--- src/source/surf4_pkg.sv ---
package surf4_pkg;

	// Bus widths of the control WISHBONE bus.
	typedef logic [31:0] wb_dat_t;
	typedef logic [19:0] wb_adr_t;
	typedef logic [3:0] wb_sel_t;

	// Word offset of a register inside one slave region.
	typedef logic [2:0] reg_ofs_t;

	// Event counters are a full data word wide.
	typedef logic [31:0] cnt_t;

	// Master request, 59 bits.
	typedef struct packed {
		logic cyc;
		logic stb;
		logic we;
		wb_adr_t adr;
		wb_sel_t sel;
		wb_dat_t dat;
	} wb_req_t;

	// Slave response, 34 bits.
	typedef struct packed {
		logic ack;
		logic err;
		wb_dat_t dat;
	} wb_rsp_t;

	// One completed host transaction, 55 bits.
	typedef struct packed {
		logic valid;
		logic we;
		logic err;
		wb_adr_t adr;
		wb_dat_t dat;
	} wb_tap_t;

	// Slave regions, chosen by address bits 17..16.
	typedef enum logic [1:0] {
		SLV_ID_CTRL = 2'd0,
		SLV_HK = 2'd1,
		SLV_CAPTURE = 2'd2,
		SLV_NONE = 2'd3
	} slv_sel_t;

	// ASCII "SRF4".
	localparam wb_dat_t DEVICE_ID = 32'h5352_4634;
	localparam wb_dat_t FIRMWARE_VER = 32'h0001_0200;

	// ID/control register map.
	localparam reg_ofs_t REG_ID = 3'd0;
	localparam reg_ofs_t REG_VER = 3'd1;
	localparam reg_ofs_t REG_CTRL = 3'd2;
	localparam reg_ofs_t REG_TRIG_CNT = 3'd3;
	localparam reg_ofs_t REG_PPS_CNT = 3'd4;

	// Housekeeping register map.
	localparam reg_ofs_t HK_REG_SAMPLES = 3'd0;
	localparam reg_ofs_t HK_REG_LAST_TRIG = 3'd1;
	localparam reg_ofs_t HK_REG_ENABLE = 3'd2;

	// Capture register map.
	localparam reg_ofs_t CAP_REG_DATA = 3'd0;
	localparam reg_ofs_t CAP_REG_STATUS = 3'd1;

	// Full byte address of the trigger counter.
	localparam wb_adr_t HK_TRIG_ADR = {2'b00, SLV_ID_CTRL, 11'd0, REG_TRIG_CNT, 2'b00};

	// Control register bit layout.
	localparam int CTRL_LED_BITS = 4;
	localparam int CTRL_ICE_RST_BIT = 8;
	localparam int CTRL_OSC_EN_BIT = 9;

	// Input synchronizer depth.
	localparam int SYNC_STAGES = 2;

endpackage

--- src/source/wbc_intercon.sv ---
`timescale 1ns/100ps

module wbc_intercon (
	input logic wbc_clk,
	input logic rst_n_i,
	input surf4_pkg::wb_req_t host_req_i,
	output surf4_pkg::wb_rsp_t host_rsp_o,
	input surf4_pkg::wb_req_t hk_req_i,
	output surf4_pkg::wb_rsp_t hk_rsp_o,
	output surf4_pkg::wb_req_t id_req_o,
	output surf4_pkg::wb_req_t hk_req_o,
	output surf4_pkg::wb_req_t cap_req_o,
	input surf4_pkg::wb_rsp_t id_rsp_i,
	input surf4_pkg::wb_rsp_t hk_rsp_i,
	input surf4_pkg::wb_rsp_t cap_rsp_i,
	output surf4_pkg::wb_tap_t host_tap_o
);
	import surf4_pkg::*;

	typedef enum logic [1:0] {
		GNT_IDLE,
		GNT_HOST,
		GNT_HK
	} gnt_state_t;

	gnt_state_t gnt_q;
	gnt_state_t gnt_d;
	wb_req_t gnt_req;
	wb_rsp_t mst_rsp;
	slv_sel_t slv_sel;
	logic err_q;

	// Passes the request on, with cyc and stb only for the selected slave.
	function automatic wb_req_t route(input wb_req_t req, input logic hit);
		wb_req_t r;
		r = req;
		r.cyc = req.cyc & hit;
		r.stb = req.stb & hit;
		return r;
	endfunction

	// Grant stays with a master for as long as it keeps cyc up.
	// The host wins a tie from idle.
	always_comb begin
		gnt_d = gnt_q;
		case (gnt_q)
			GNT_HOST: begin
				if (!host_req_i.cyc)
					gnt_d = hk_req_i.cyc ? GNT_HK : GNT_IDLE;
			end
			GNT_HK: begin
				if (!hk_req_i.cyc)
					gnt_d = host_req_i.cyc ? GNT_HOST : GNT_IDLE;
			end
			default: begin
				if (host_req_i.cyc)
					gnt_d = GNT_HOST;
				else if (hk_req_i.cyc)
					gnt_d = GNT_HK;
			end
		endcase
	end

	always_ff @(posedge wbc_clk or negedge rst_n_i) begin
		if (!rst_n_i)
			gnt_q <= GNT_IDLE;
		else
			gnt_q <= gnt_d;
	end

	// Request of the master holding the grant.
	always_comb begin
		case (gnt_q)
			GNT_HOST: gnt_req = host_req_i;
			GNT_HK: gnt_req = hk_req_i;
			default: gnt_req = '0;
		endcase
	end

	// Region decode on address bits 17..16.
	assign slv_sel = slv_sel_t'(gnt_req.adr[17:16]);

	assign id_req_o = route(gnt_req, slv_sel == SLV_ID_CTRL);
	assign hk_req_o = route(gnt_req, slv_sel == SLV_HK);
	assign cap_req_o = route(gnt_req, slv_sel == SLV_CAPTURE);

	// Unmapped region answers err one cycle after stb, like a slave would.
	always_ff @(posedge wbc_clk or negedge rst_n_i) begin
		if (!rst_n_i)
			err_q <= 1'b0;
		else
			err_q <= gnt_req.cyc & gnt_req.stb & (slv_sel == SLV_NONE) & ~err_q;
	end

	// Response of the selected slave.
	always_comb begin
		case (slv_sel)
			SLV_ID_CTRL: mst_rsp = id_rsp_i;
			SLV_HK: mst_rsp = hk_rsp_i;
			SLV_CAPTURE: mst_rsp = cap_rsp_i;
			default: mst_rsp = '{ack: 1'b0, err: err_q, dat: '0};
		endcase
	end

	// Only the granted master sees a response.
	assign host_rsp_o = (gnt_q == GNT_HOST) ? mst_rsp : '0;
	assign hk_rsp_o = (gnt_q == GNT_HK) ? mst_rsp : '0;

	// Host tap, skipping accesses to the capture block itself.
	assign host_tap_o.valid = (gnt_q == GNT_HOST) & (mst_rsp.ack | mst_rsp.err) &
		(slv_sel != SLV_CAPTURE);
	assign host_tap_o.we = gnt_req.we;
	assign host_tap_o.err = mst_rsp.err;
	assign host_tap_o.adr = gnt_req.adr;
	// Write data on writes, returned data on reads.
	assign host_tap_o.dat = gnt_req.we ? gnt_req.dat : mst_rsp.dat;

endmodule

--- src/source/surf4_id_ctrl.sv ---
`timescale 1ns/100ps

module surf4_id_ctrl (
	input logic wbc_clk,
	input logic rst_n_i,
	input surf4_pkg::wb_req_t wb_req_i,
	output surf4_pkg::wb_rsp_t wb_rsp_o,
	input logic ext_trig_i,
	input logic pps_i,
	output logic pps_tick_o,
	output logic [surf4_pkg::CTRL_LED_BITS-1:0] led_o,
	output logic ice40_reset_o,
	output logic local_osc_en_o
);
	import surf4_pkg::*;

	// Bit 0 carries the trigger, bit 1 the PPS.
	logic [SYNC_STAGES-1:0][1:0] sync_q;
	logic [1:0] prev_q;
	logic [1:0] rise;
	logic pps_tick_q;
	cnt_t trig_cnt_q;
	cnt_t pps_cnt_q;
	logic [CTRL_LED_BITS-1:0] led_q;
	logic ice_rst_q;
	logic osc_en_q;
	logic ack_q;
	wb_dat_t rdat_q;
	wb_dat_t rdat;
	wb_dat_t ctrl_word;
	logic acc;
	logic wr;
	reg_ofs_t ofs;

	// One access per stb, the ack cycle itself is not a new access.
	assign acc = wb_req_i.cyc & wb_req_i.stb & ~ack_q;
	assign wr = acc & wb_req_i.we;
	assign ofs = wb_req_i.adr[4:2];

	// Rising edges after the synchronizer.
	assign rise = sync_q[SYNC_STAGES-1] & ~prev_q;

	always_ff @(posedge wbc_clk or negedge rst_n_i) begin
		if (!rst_n_i) begin
			sync_q <= '0;
			prev_q <= '0;
			pps_tick_q <= 1'b0;
		end else begin
			sync_q <= {sync_q[SYNC_STAGES-2:0], {pps_i, ext_trig_i}};
			prev_q <= sync_q[SYNC_STAGES-1];
			pps_tick_q <= rise[1];
		end
	end

	// A write clears the counter and wins over an edge in the same cycle.
	always_ff @(posedge wbc_clk or negedge rst_n_i) begin
		if (!rst_n_i) begin
			trig_cnt_q <= '0;
			pps_cnt_q <= '0;
		end else begin
			if (wr && ofs == REG_TRIG_CNT)
				trig_cnt_q <= '0;
			else if (rise[0])
				trig_cnt_q <= trig_cnt_q + 1'b1;
			if (wr && ofs == REG_PPS_CNT)
				pps_cnt_q <= '0;
			else if (rise[1])
				pps_cnt_q <= pps_cnt_q + 1'b1;
		end
	end

	// Control bits, LEDs in byte 0, ICE40 reset and oscillator in byte 1.
	always_ff @(posedge wbc_clk or negedge rst_n_i) begin
		if (!rst_n_i) begin
			led_q <= '0;
			ice_rst_q <= 1'b0;
			osc_en_q <= 1'b0;
		end else if (wr && ofs == REG_CTRL) begin
			if (wb_req_i.sel[0])
				led_q <= wb_req_i.dat[CTRL_LED_BITS-1:0];
			if (wb_req_i.sel[1]) begin
				ice_rst_q <= wb_req_i.dat[CTRL_ICE_RST_BIT];
				osc_en_q <= wb_req_i.dat[CTRL_OSC_EN_BIT];
			end
		end
	end

	always_comb begin
		ctrl_word = '0;
		ctrl_word[CTRL_LED_BITS-1:0] = led_q;
		ctrl_word[CTRL_ICE_RST_BIT] = ice_rst_q;
		ctrl_word[CTRL_OSC_EN_BIT] = osc_en_q;
	end

	// Read mux. Unused offsets read zero.
	always_comb begin
		case (ofs)
			REG_ID: rdat = DEVICE_ID;
			REG_VER: rdat = FIRMWARE_VER;
			REG_CTRL: rdat = ctrl_word;
			REG_TRIG_CNT: rdat = trig_cnt_q;
			REG_PPS_CNT: rdat = pps_cnt_q;
			default: rdat = '0;
		endcase
	end

	always_ff @(posedge wbc_clk or negedge rst_n_i) begin
		if (!rst_n_i)
			ack_q <= 1'b0;
		else
			ack_q <= acc;
	end

	always_ff @(posedge wbc_clk) begin
		if (acc)
			rdat_q <= rdat;
	end

	assign wb_rsp_o = '{ack: ack_q, err: 1'b0, dat: rdat_q};
	assign pps_tick_o = pps_tick_q;
	assign led_o = led_q;
	assign ice40_reset_o = ice_rst_q;
	assign local_osc_en_o = osc_en_q;

endmodule

--- src/source/surf4_hk_collector.sv ---
`timescale 1ns/100ps

module surf4_hk_collector (
	input logic wbc_clk,
	input logic rst_n_i,
	input surf4_pkg::wb_req_t wbs_req_i,
	output surf4_pkg::wb_rsp_t wbs_rsp_o,
	output surf4_pkg::wb_req_t wbm_req_o,
	input surf4_pkg::wb_rsp_t wbm_rsp_i,
	input logic pps_tick_i
);
	import surf4_pkg::*;

	typedef enum logic {
		HK_IDLE,
		HK_READ
	} hk_state_t;

	hk_state_t state_q;
	logic enable_q;
	cnt_t samples_q;
	wb_dat_t last_trig_q;
	logic ack_q;
	wb_dat_t rdat_q;
	wb_dat_t rdat;
	logic acc;
	reg_ofs_t ofs;

	// Master FSM, one read of the trigger counter per PPS tick.
	// A tick during a pending read is dropped.
	always_ff @(posedge wbc_clk or negedge rst_n_i) begin
		if (!rst_n_i) begin
			state_q <= HK_IDLE;
			samples_q <= '0;
		end else begin
			case (state_q)
				HK_IDLE: begin
					if (pps_tick_i && enable_q)
						state_q <= HK_READ;
				end
				default: begin
					// Error ends the cycle without a sample.
					if (wbm_rsp_i.ack || wbm_rsp_i.err)
						state_q <= HK_IDLE;
					if (wbm_rsp_i.ack)
						samples_q <= samples_q + 1'b1;
				end
			endcase
		end
	end

	always_ff @(posedge wbc_clk) begin
		if (state_q == HK_READ && wbm_rsp_i.ack)
			last_trig_q <= wbm_rsp_i.dat;
	end

	// Single-word read request, held until the response.
	assign wbm_req_o.cyc = (state_q == HK_READ);
	assign wbm_req_o.stb = (state_q == HK_READ);
	assign wbm_req_o.we = 1'b0;
	assign wbm_req_o.adr = HK_TRIG_ADR;
	assign wbm_req_o.sel = '1;
	assign wbm_req_o.dat = '0;

	// Slave side.
	assign acc = wbs_req_i.cyc & wbs_req_i.stb & ~ack_q;
	assign ofs = wbs_req_i.adr[4:2];

	always_ff @(posedge wbc_clk or negedge rst_n_i) begin
		if (!rst_n_i)
			enable_q <= 1'b0;
		else if (acc && wbs_req_i.we && ofs == HK_REG_ENABLE && wbs_req_i.sel[0])
			enable_q <= wbs_req_i.dat[0];
	end

	always_comb begin
		case (ofs)
			HK_REG_SAMPLES: rdat = samples_q;
			HK_REG_LAST_TRIG: rdat = last_trig_q;
			HK_REG_ENABLE: rdat = {31'd0, enable_q};
			default: rdat = '0;
		endcase
	end

	always_ff @(posedge wbc_clk or negedge rst_n_i) begin
		if (!rst_n_i)
			ack_q <= 1'b0;
		else
			ack_q <= acc;
	end

	always_ff @(posedge wbc_clk) begin
		if (acc)
			rdat_q <= rdat;
	end

	assign wbs_rsp_o = '{ack: ack_q, err: 1'b0, dat: rdat_q};

endmodule

--- src/source/wbc_bus_capture.sv ---
`timescale 1ns/100ps

module wbc_bus_capture (
	input logic wbc_clk,
	input logic rst_n_i,
	input surf4_pkg::wb_tap_t tap_i,
	input surf4_pkg::wb_req_t wb_req_i,
	output surf4_pkg::wb_rsp_t wb_rsp_o
);
	import surf4_pkg::*;

	wb_dat_t cap_dat_q;
	wb_adr_t cap_adr_q;
	logic cap_we_q;
	logic cap_err_q;
	logic ack_q;
	wb_dat_t rdat_q;
	wb_dat_t rdat;
	logic acc;

	// Snapshot of the last completed host transaction.
	always_ff @(posedge wbc_clk) begin
		if (tap_i.valid) begin
			cap_dat_q <= tap_i.dat;
			cap_adr_q <= tap_i.adr;
		end
	end

	always_ff @(posedge wbc_clk or negedge rst_n_i) begin
		if (!rst_n_i) begin
			cap_we_q <= 1'b0;
			cap_err_q <= 1'b0;
		end else if (tap_i.valid) begin
			cap_we_q <= tap_i.we;
			cap_err_q <= tap_i.err;
		end
	end

	// Read only, writes get an ack and nothing else.
	assign acc = wb_req_i.cyc & wb_req_i.stb & ~ack_q;

	// Status word is err, we, then the 20-bit address.
	always_comb begin
		case (reg_ofs_t'(wb_req_i.adr[4:2]))
			CAP_REG_DATA: rdat = cap_dat_q;
			CAP_REG_STATUS: rdat = {10'd0, cap_err_q, cap_we_q, cap_adr_q};
			default: rdat = '0;
		endcase
	end

	always_ff @(posedge wbc_clk or negedge rst_n_i) begin
		if (!rst_n_i)
			ack_q <= 1'b0;
		else
			ack_q <= acc;
	end

	always_ff @(posedge wbc_clk) begin
		if (acc)
			rdat_q <= rdat;
	end

	assign wb_rsp_o = '{ack: ack_q, err: 1'b0, dat: rdat_q};

endmodule

--- src/source/surf4_top.sv ---
`timescale 1ns/100ps

module surf4_top (
	input logic wbc_clk,
	input logic rst_n_i,
	input surf4_pkg::wb_req_t host_req_i,
	output surf4_pkg::wb_rsp_t host_rsp_o,
	input logic ext_trig_i,
	input logic pps_i,
	output logic [surf4_pkg::CTRL_LED_BITS-1:0] led_o,
	output logic ice40_reset_o,
	output logic local_osc_en_o
);
	import surf4_pkg::*;

	// Housekeeping master port.
	wb_req_t hk_mreq;
	wb_rsp_t hk_mrsp;

	// Slave ports, one per region.
	wb_req_t id_req;
	wb_rsp_t id_rsp;
	wb_req_t hk_sreq;
	wb_rsp_t hk_srsp;
	wb_req_t cap_req;
	wb_rsp_t cap_rsp;

	// Completed host transactions.
	wb_tap_t host_tap;

	// One pulse per synchronized PPS edge.
	logic pps_tick;

	// Shared control bus, two masters and three slaves.
	wbc_intercon u_wbc_intercon (
		.wbc_clk(wbc_clk),
		.rst_n_i(rst_n_i),
		.host_req_i(host_req_i),
		.host_rsp_o(host_rsp_o),
		.hk_req_i(hk_mreq),
		.hk_rsp_o(hk_mrsp),
		.id_req_o(id_req),
		.hk_req_o(hk_sreq),
		.cap_req_o(cap_req),
		.id_rsp_i(id_rsp),
		.hk_rsp_i(hk_srsp),
		.cap_rsp_i(cap_rsp),
		.host_tap_o(host_tap)
	);

	// ID, board control and trigger/PPS counting.
	surf4_id_ctrl u_surf4_id_ctrl (
		.wbc_clk(wbc_clk),
		.rst_n_i(rst_n_i),
		.wb_req_i(id_req),
		.wb_rsp_o(id_rsp),
		.ext_trig_i(ext_trig_i),
		.pps_i(pps_i),
		.pps_tick_o(pps_tick),
		.led_o(led_o),
		.ice40_reset_o(ice40_reset_o),
		.local_osc_en_o(local_osc_en_o)
	);

	// Samples the trigger count once per second.
	surf4_hk_collector u_hk_collector (
		.wbc_clk(wbc_clk),
		.rst_n_i(rst_n_i),
		.wbs_req_i(hk_sreq),
		.wbs_rsp_o(hk_srsp),
		.wbm_req_o(hk_mreq),
		.wbm_rsp_i(hk_mrsp),
		.pps_tick_i(pps_tick)
	);

	// Snapshot of the last host transaction.
	wbc_bus_capture u_bus_capture (
		.wbc_clk(wbc_clk),
		.rst_n_i(rst_n_i),
		.tap_i(host_tap),
		.wb_req_i(cap_req),
		.wb_rsp_o(cap_rsp)
	);

endmodule

--- config.mk ---
export PLATFORM = sky130hd
export DESIGN_NAME = surf4_top
export DESIGN_NICKNAME = d
export VERILOG_FILES = /design/src/source/surf4_pkg.sv /design/src/source/wbc_intercon.sv /design/src/source/surf4_id_ctrl.sv /design/src/source/surf4_hk_collector.sv /design/src/source/wbc_bus_capture.sv /design/src/source/surf4_top.sv
export SDC_FILE = /design/constraint.sdc
export NUM_CORES = 1
export LEC_CHECK = 0
export BUFFER_PORTS_ARGS = -buffer_cell sky130_fd_sc_hd__buf_2
export CAP_MARGIN = 20
export CORE_UTILIZATION = 55
export CTS_CLUSTER_DIAMETER = 30
export CTS_CLUSTER_SIZE = 20
export DETAILED_ROUTE_END_ITERATION = 8
export GPL_ROUTABILITY_DRIVEN = 0
export PLACE_DENSITY = 0.74
export SYNTH_ARGS = -nofsm -noshare
export SYNTH_HDL_FRONTEND = slang
export SYNTH_SLANG_ARGS = --single-unit
export TNS_END_PERCENT = 100
--- constraint.sdc ---
create_clock -name wbc_clk -period 5.75 [get_ports wbc_clk]
set_clock_uncertainty 0.1 [all_clocks]
set_input_delay 0.575 -clock wbc_clk [delete_from_list [all_inputs] [get_ports wbc_clk]]
set_output_delay 0.575 -clock wbc_clk [all_outputs]
set_load 0.02 [all_outputs]
# Word level (Yosys, flattened, before mapping)
# Cells that the tools add are included.
[totals]
out_inout_bits = 40
latch_bits = 0
ramBits = 0
rom_bits = 0
wordCells = 105
n_memories = 0
inputBits = 63
regBits = 299
[op_classes]
muxes = 22
div_mod_pow = 0
n_eq_ne = 12
reduce_logical = 18
shift = 0
bitwise = 25
n_addsub = 3
order_cmp = 0
mul = 0
[ops]
columns = ["cell", "n"]
rows = [
  ["2-to-1 mux 32 bit", 5],
  ["one-hot mux 32 bit (5 select lines)", 1],
  ["one-hot mux 59 bit (2 select lines)", 1],
  ["one-hot mux 34 bit (3 select lines)", 1],
  ["adder 32 x 1 -> 32 bit, second input constant", 3],
  ["one-hot mux 32 bit (3 select lines)", 1],
  ["2-to-1 mux 34 bit", 2],
  ["one-hot mux 32 bit (2 select lines)", 1],
  ["AND 1 bit", 18],
  ["2-to-1 mux 2 bit", 5],
  ["logical AND 1 bit", 8],
  ["equality test 2 bit, second input constant", 3],
  ["equality test 3 x 2 -> 1 bit, second input constant", 2],
  ["inequality test 2 bit, second input constant", 3],
  ["AND reduction 2 bit", 3],
  ["equality test 2 x 1 -> 1 bit, second input constant", 2],
  ["2-to-1 mux 1 bit", 4],
  ["NOT 1 bit", 4],
  ["one-hot mux 2 bit (2 select lines)", 1],
  ["nonzero test 2 bit", 2],
  ["nonzero test 4 bit", 1],
  ["equality test 3 x 1 -> 1 bit, second input constant", 1],
  ["equality test 3 bit, second input constant", 1],
  ["zero test 3 bit", 1],
  ["6 further kinds", 6],
]

# Logic depth before layout (Yosys ltp)
[logic_depth]
depth_word = 9
depth_mapped = 13
ltp_nobuf = 8

# Modules after synthesis
# Synthesis repeated with hierarchy kept, for this count alone.
[unflattened]
cells_unflattened = 1523
hier_area_um2 = 16721.0
[modules_own_cells]
columns = ["mod", "instances", "seq_area_each_um2", "area_each_um2", "cells_per_inst"]
rows = [
  ["surf4_id_ctrl", 1, 2912.8, 5400.2, 525],
  ["surf4_hk_collector", 1, 2797.7, 4426.7, 315],
  ["wbc_intercon", 1, 75.1, 3801.1, 528],
  ["wbc_bus_capture", 1, 2597.5, 3093.0, 155],
]

# Worst setup path before layout
# No wires, ideal clock.
[synth_timing]
kind = "reg-to-reg"
startpoint = "register u_wbc_intercon.gnt_q[0]"
endpoint = "register u_hk_collector.enable_q"
required_ps = 5525
path_stages_with_launch = 8
synth_period_minus_slack_ps = 5581
arrival_time_ps = 5355
setup_time_ps = 125
path_slack_ps = 169
n_path_buf = 1
path_cell_list = "dfrtp_1 > inv_1 > ha_1 > buf_2 > or2_2 > nor4b_1 > nand2_1 > mux2_2"
[synth_via]
elab_chain_len = 9
elab_cells_between_ends = 12
classes_between = "4 x eq/ne; 1 x mux; 4 x bitwise; 3 x reduce/logical"
[synth_lines]
columns = ["element", "line", "rtl"]
rows = [
  ["start: declaration", "wbc_intercon.sv:26", "gnt_state_t gnt_q;"],
  ["start signal: assignment", "wbc_intercon.sv:68", "gnt_q <= gnt_d;"],
  ["equality test 2 bit / equality test 2 x 1 -> 1 bit (equally long branches)", "wbc_intercon.sv:73", "case (gnt_q)"],
  ["one-hot mux 59 bit (2 select lines) (*)", "wbc_intercon.sv:73", ""],
  ["equality test 2 x 1 -> 1 bit", "wbc_intercon.sv:84", "assign hk_req_o = route(gnt_req, slv_sel == SLV_HK);"],
  ["AND 1 bit, on equally long branches", "wbc_intercon.sv:37, wbc_intercon.sv:38", ""],
  ["AND 1 bit (*) (2 in a row)", "surf4_hk_collector.sv:66", "assign acc = wbs_req_i.cyc & wbs_req_i.stb & ~ack_q;"],
  ["named net u_hk_collector.acc", "surf4_hk_collector.sv:26", "logic acc;"],
  ["logical AND 1 bit (*) (3 in a row)", "surf4_hk_collector.sv:72", "else if (acc && wbs_req_i.we && ofs == HK_REG_ENABLE && wbs_req_i.sel[0])"],
  ["end signal: assignment", "surf4_hk_collector.sv:73", "enable_q <= wbs_req_i.dat[0];"],
  ["end: declaration", "surf4_hk_collector.sv:20", "logic enable_q;"],
]
# Mark *: on every way through the listed nets, which the timed path passes. The rest lies on a longest branch.
# A chain may end at the register's enable or synchronous reset.

==> reports/qor.csv <==
stage,metric,value,unit
placement,io_buffer_count,100,
route,first_pass_iters,6,
timing,relSlewSlack,0.350,
placement,place_ws,1.77,ns
synth,synth_area,0.0144,mm²
route,dr.max_layer_used,met4,
clocking,clk_latency,0.56,ns
layout,drive_above_1_share,0.197,
worst_setup_path,max_stage_delay,0.74,ns
clocking,clockBufferDepth,3,
clocking,h-tree-depth,2,
global_routing,grt-ovfl-total,0,
timing,tns,0,ns
route,drtIter0Drc,1290,
die,rows,58,
layout,final_cell_area,0.0172,mm²
flow_run,drv_cap,0,
layout,multiInputGateArea,0.00561,mm²
worst_setup_path,critical_path_required,5.08,ns
pwr,p_leak,6.81,nW
die,start_util,0.566,
worst_setup_path,crit_path_start,u_wbc_intercon.gnt_q[1],
synth,synth_edf_count,180,
synth,ys_top_cells_by_count,"edfxtp_1, nand2_1, dfrtp_1",
route,ant_nets,0,
synth,synth.most_common_cell,edfxtp_1,
synth,yosys_warnings,0,
min_path,hold_class,in2reg,
timing,fin_hold_ws,0.0250,ns
layout,layout.nets,1493,
layout,diodes,0,
worst_setup_path,critical_path.top_delay_family,simple AND/OR/NAND/NOR gates,
clocking,clk_pin_slew,0.05,ns
synth,synth_cell_types,63,
synth,synth_seq_cells,299,
clocking,ctsResizeCount,0,
worst_setup_path,crit_path_end_kind,output port,
placement,postPlaceCellArea,0.0152,mm²
global_routing,grt_max_degree,73,
clocking,root_buffer,clkbuf_16,
synth,synthArstFlopShare,0.398,
layout,syn2layout_area_growth,19.4,%
synth,synthFlopType,edfxtp_1,
clocking,cts_tree,built,
synth,seq_area_frac_synth,0.582,
synth,syn-instance-count,1323,
layout,register_area,0.00838,mm²
synth,yosys-top-cells-area,"edfxtp_1, dfrtp_1, nand2_1",
route,dr_wl_met2,17400,µm
worst_setup_path,crit_fanout,23,
pwr,power.density,471,mW/mm²
timing,timing.final.crit_share,0.803,
timing,fin_crit,4.62,ns
route,wl_met1,15300,µm
clocking,numCtsBuffers,57,
die,coreArea,0.0255,mm²
die,die_height,164,µm
die,dieWidth,164,µm
route,wl_per_cell,20.3,µm
synth,yosysTopAreaCell,edfxtp_1,
timing,worst_slack,1.13,ns
layout,fill_cells,1824,
global_routing,antenna_found_initial,0,
die,die-area,0.0268,mm²
worst_setup_path,cp-start-kind,flip-flop,
global_routing,grt_use_total,0.279,
worst_setup_path,cpMaxStageDelayCell,nor3b_4,
global_routing,grt_pass1_wl,57300,µm
route,drc_errors,0,
timing,setup_viol,0,
worst_setup_path,path_buf_inv,3,
worst_setup_path,cp.arrival,3.94,ns
timing,rsz0062_at_grt,false,
pwr,ir_drop,0.376,mV
timing,drv_slew,0,
placement,dpl.hpwl,22700,µm
clocking,postCtsHoldBufs,1,
timing,finalHoldViolCount,0,
clocking,clock_sinks,299,
clocking,cts_setup_buffers,0,
die,ios,103,
route,avgViaCountPerCell,6.02,
synth,synth_top_area_share,0.375,
layout,fin_util,0.675,
worst_setup_path,r2r_slack,1.71,ns
route,drt_wl_total,36600,µm
synth,syn_avg_cell_area,10.9,µm²
synth,synth_nets,1391,
route,vias,10900,
outcome,status,"finished, final reports clean",
route,met3_length,2970,µm
min_path,hold_start,pps_i,
global_routing,grt_pass1_vias,10500,
worst_setup_path,crit_type,reg2out,
timing,max_freq,217,MHz
timing,tightest_slew,0.975,ns
worst_setup_path,cp_cell_sequence,inv_1 > ha_1 > nand2b_1 > nor3b_4 > buf_4 > a22oi_1 > o21ai_0 > and2_1 > buf_2,
worst_setup_path,worstReg2RegStart,u_wbc_intercon.gnt_q[1],
sequential cells by signal (all words and copies together) (netlist names):
register,count
u_surf4_id_ctrl.led_o,4
u_surf4_id_ctrl.sync_q,4
u_bus_capture.cap_we_q,1
u_surf4_id_ctrl.local_osc_en_o,1
u_bus_capture.rdat_q,32
u_surf4_id_ctrl.pps_tick_o,1
u_surf4_id_ctrl.rdat_q,32
u_bus_capture.ack_q,1
u_surf4_id_ctrl.trig_cnt_q,32
u_wbc_intercon.gnt_q,2
u_hk_collector.samples_q,32
u_bus_capture.cap_dat_q,32
u_bus_capture.cap_err_q,1
u_hk_collector.rdat_q,32
u_bus_capture.cap_adr_q,20
u_surf4_id_ctrl.prev_q,2
u_surf4_id_ctrl.ack_q,1
u_wbc_intercon.err_q,1
u_hk_collector.enable_q,1
u_hk_collector.last_trig_q,32
u_surf4_id_ctrl.ice40_reset_o,1
u_surf4_id_ctrl.pps_cnt_q,32
u_hk_collector.ack_q,1
u_hk_collector.state_q,1
report_power, final:
group	switching [W]	internal, W
Clock	0.00116	0.00217
Combinational	0.00124	0.000675
Sequential	0.000205	0.00265
worst paths after layout:
path | end | cells after the start
min reg2reg | u_surf4_id_ctrl.sync_q[2] | 0
min | u_surf4_id_ctrl.sync_q[1] | 1
max | host_rsp_o[27] | 9
max in group asynchronous | u_surf4_id_ctrl.pps_cnt_q[10] | 3
min in group asynchronous | u_hk_collector.samples_q[22] | 2
max reg2reg | u_bus_capture.cap_adr_q[0] | 8
layout make-up:
| type | count | area share |
|---|---|---|
| clock buffers | 60 | 0.0841 |
| flip-flops and latches | 299 | 0.487 |
| well taps | 330 | 0.0240 |
| repair buffers | 128 | 0.0430 |
| inverters | 25 | 0.00545 |
| multi-input cells | 914 | 0.326 |
| clock inverters | 48 | 0.0300 |
kinds of logic (layout without fill, tap and decap cells):
group	after synthesis	after routing	share of synthesized area
adder cells (fa/ha/maj)	5	5	0.00434
flip-flops	299	299	0.582
multiplexers	50	50	0.0379
XOR/XNOR	85	85	0.0517
AND/OR/NAND/NOR	545	545	0.196
AO/OA/AOI/OAI	229	229	0.0973
buffers and inverters	110	261	0.0312
through the flow:
| step | power (W) | cells |
|---|---|---|
| after floorplan | 0.00416 | 1323 |
| after global routing | 0.00843 | 1804 |
| after detailed placement | 0.00476 | 1694 |
| after CTS | 0.00811 | 1803 |
| final | 0.00810 | 1804 |
| after global placement | 0.00469 | 1692 |
per-layer routing:
metal,global-route usage,up-vias
li1,-,4940
met1,0.389,5367
met2,0.442,488
met3,0.0523,69
met4,0.0888,0
met5,0,-
worst reg2reg max path, cell delays in order (launching register included):
cell	delay (ns)
dfrtp_1	0.41
inv_1	0.09
ha_1	0.71
and2b_2	0.28
buf_4	0.54
a32o_1	0.29
o211ai_1	0.18
a21oi_4	0.69
buf_4	0.42
cell usage in the layout, fill, tap and decap left out, drive strengths merged, types with 2 or more instances in the layout:
cell type and instances:
or4 4, a31oi 32, a32oi 3, nor2 91
a22oi 33, a21o 2, nor4b 2, nor3 20
buf 127, inv 36, a2bb2oi 2, nor3b 2
and3 27, and2 88, nand2b 2, o21ai 60
clkinvlp 9, xnor2 40, or2 7, bufinv 7
and4 11, mux2 36, nand3 26, nand4 27
clkinv 21, mux2i 14, nand4b 2, ha 5
nor2b 36, dfrtp 119, nor4 20, a21oi 72
or3 9, xor2 45, o22ai 2, a22o 15
clkbuf 60, nand2 168, edfxtp 180
(Power assumes the default switching activity.)
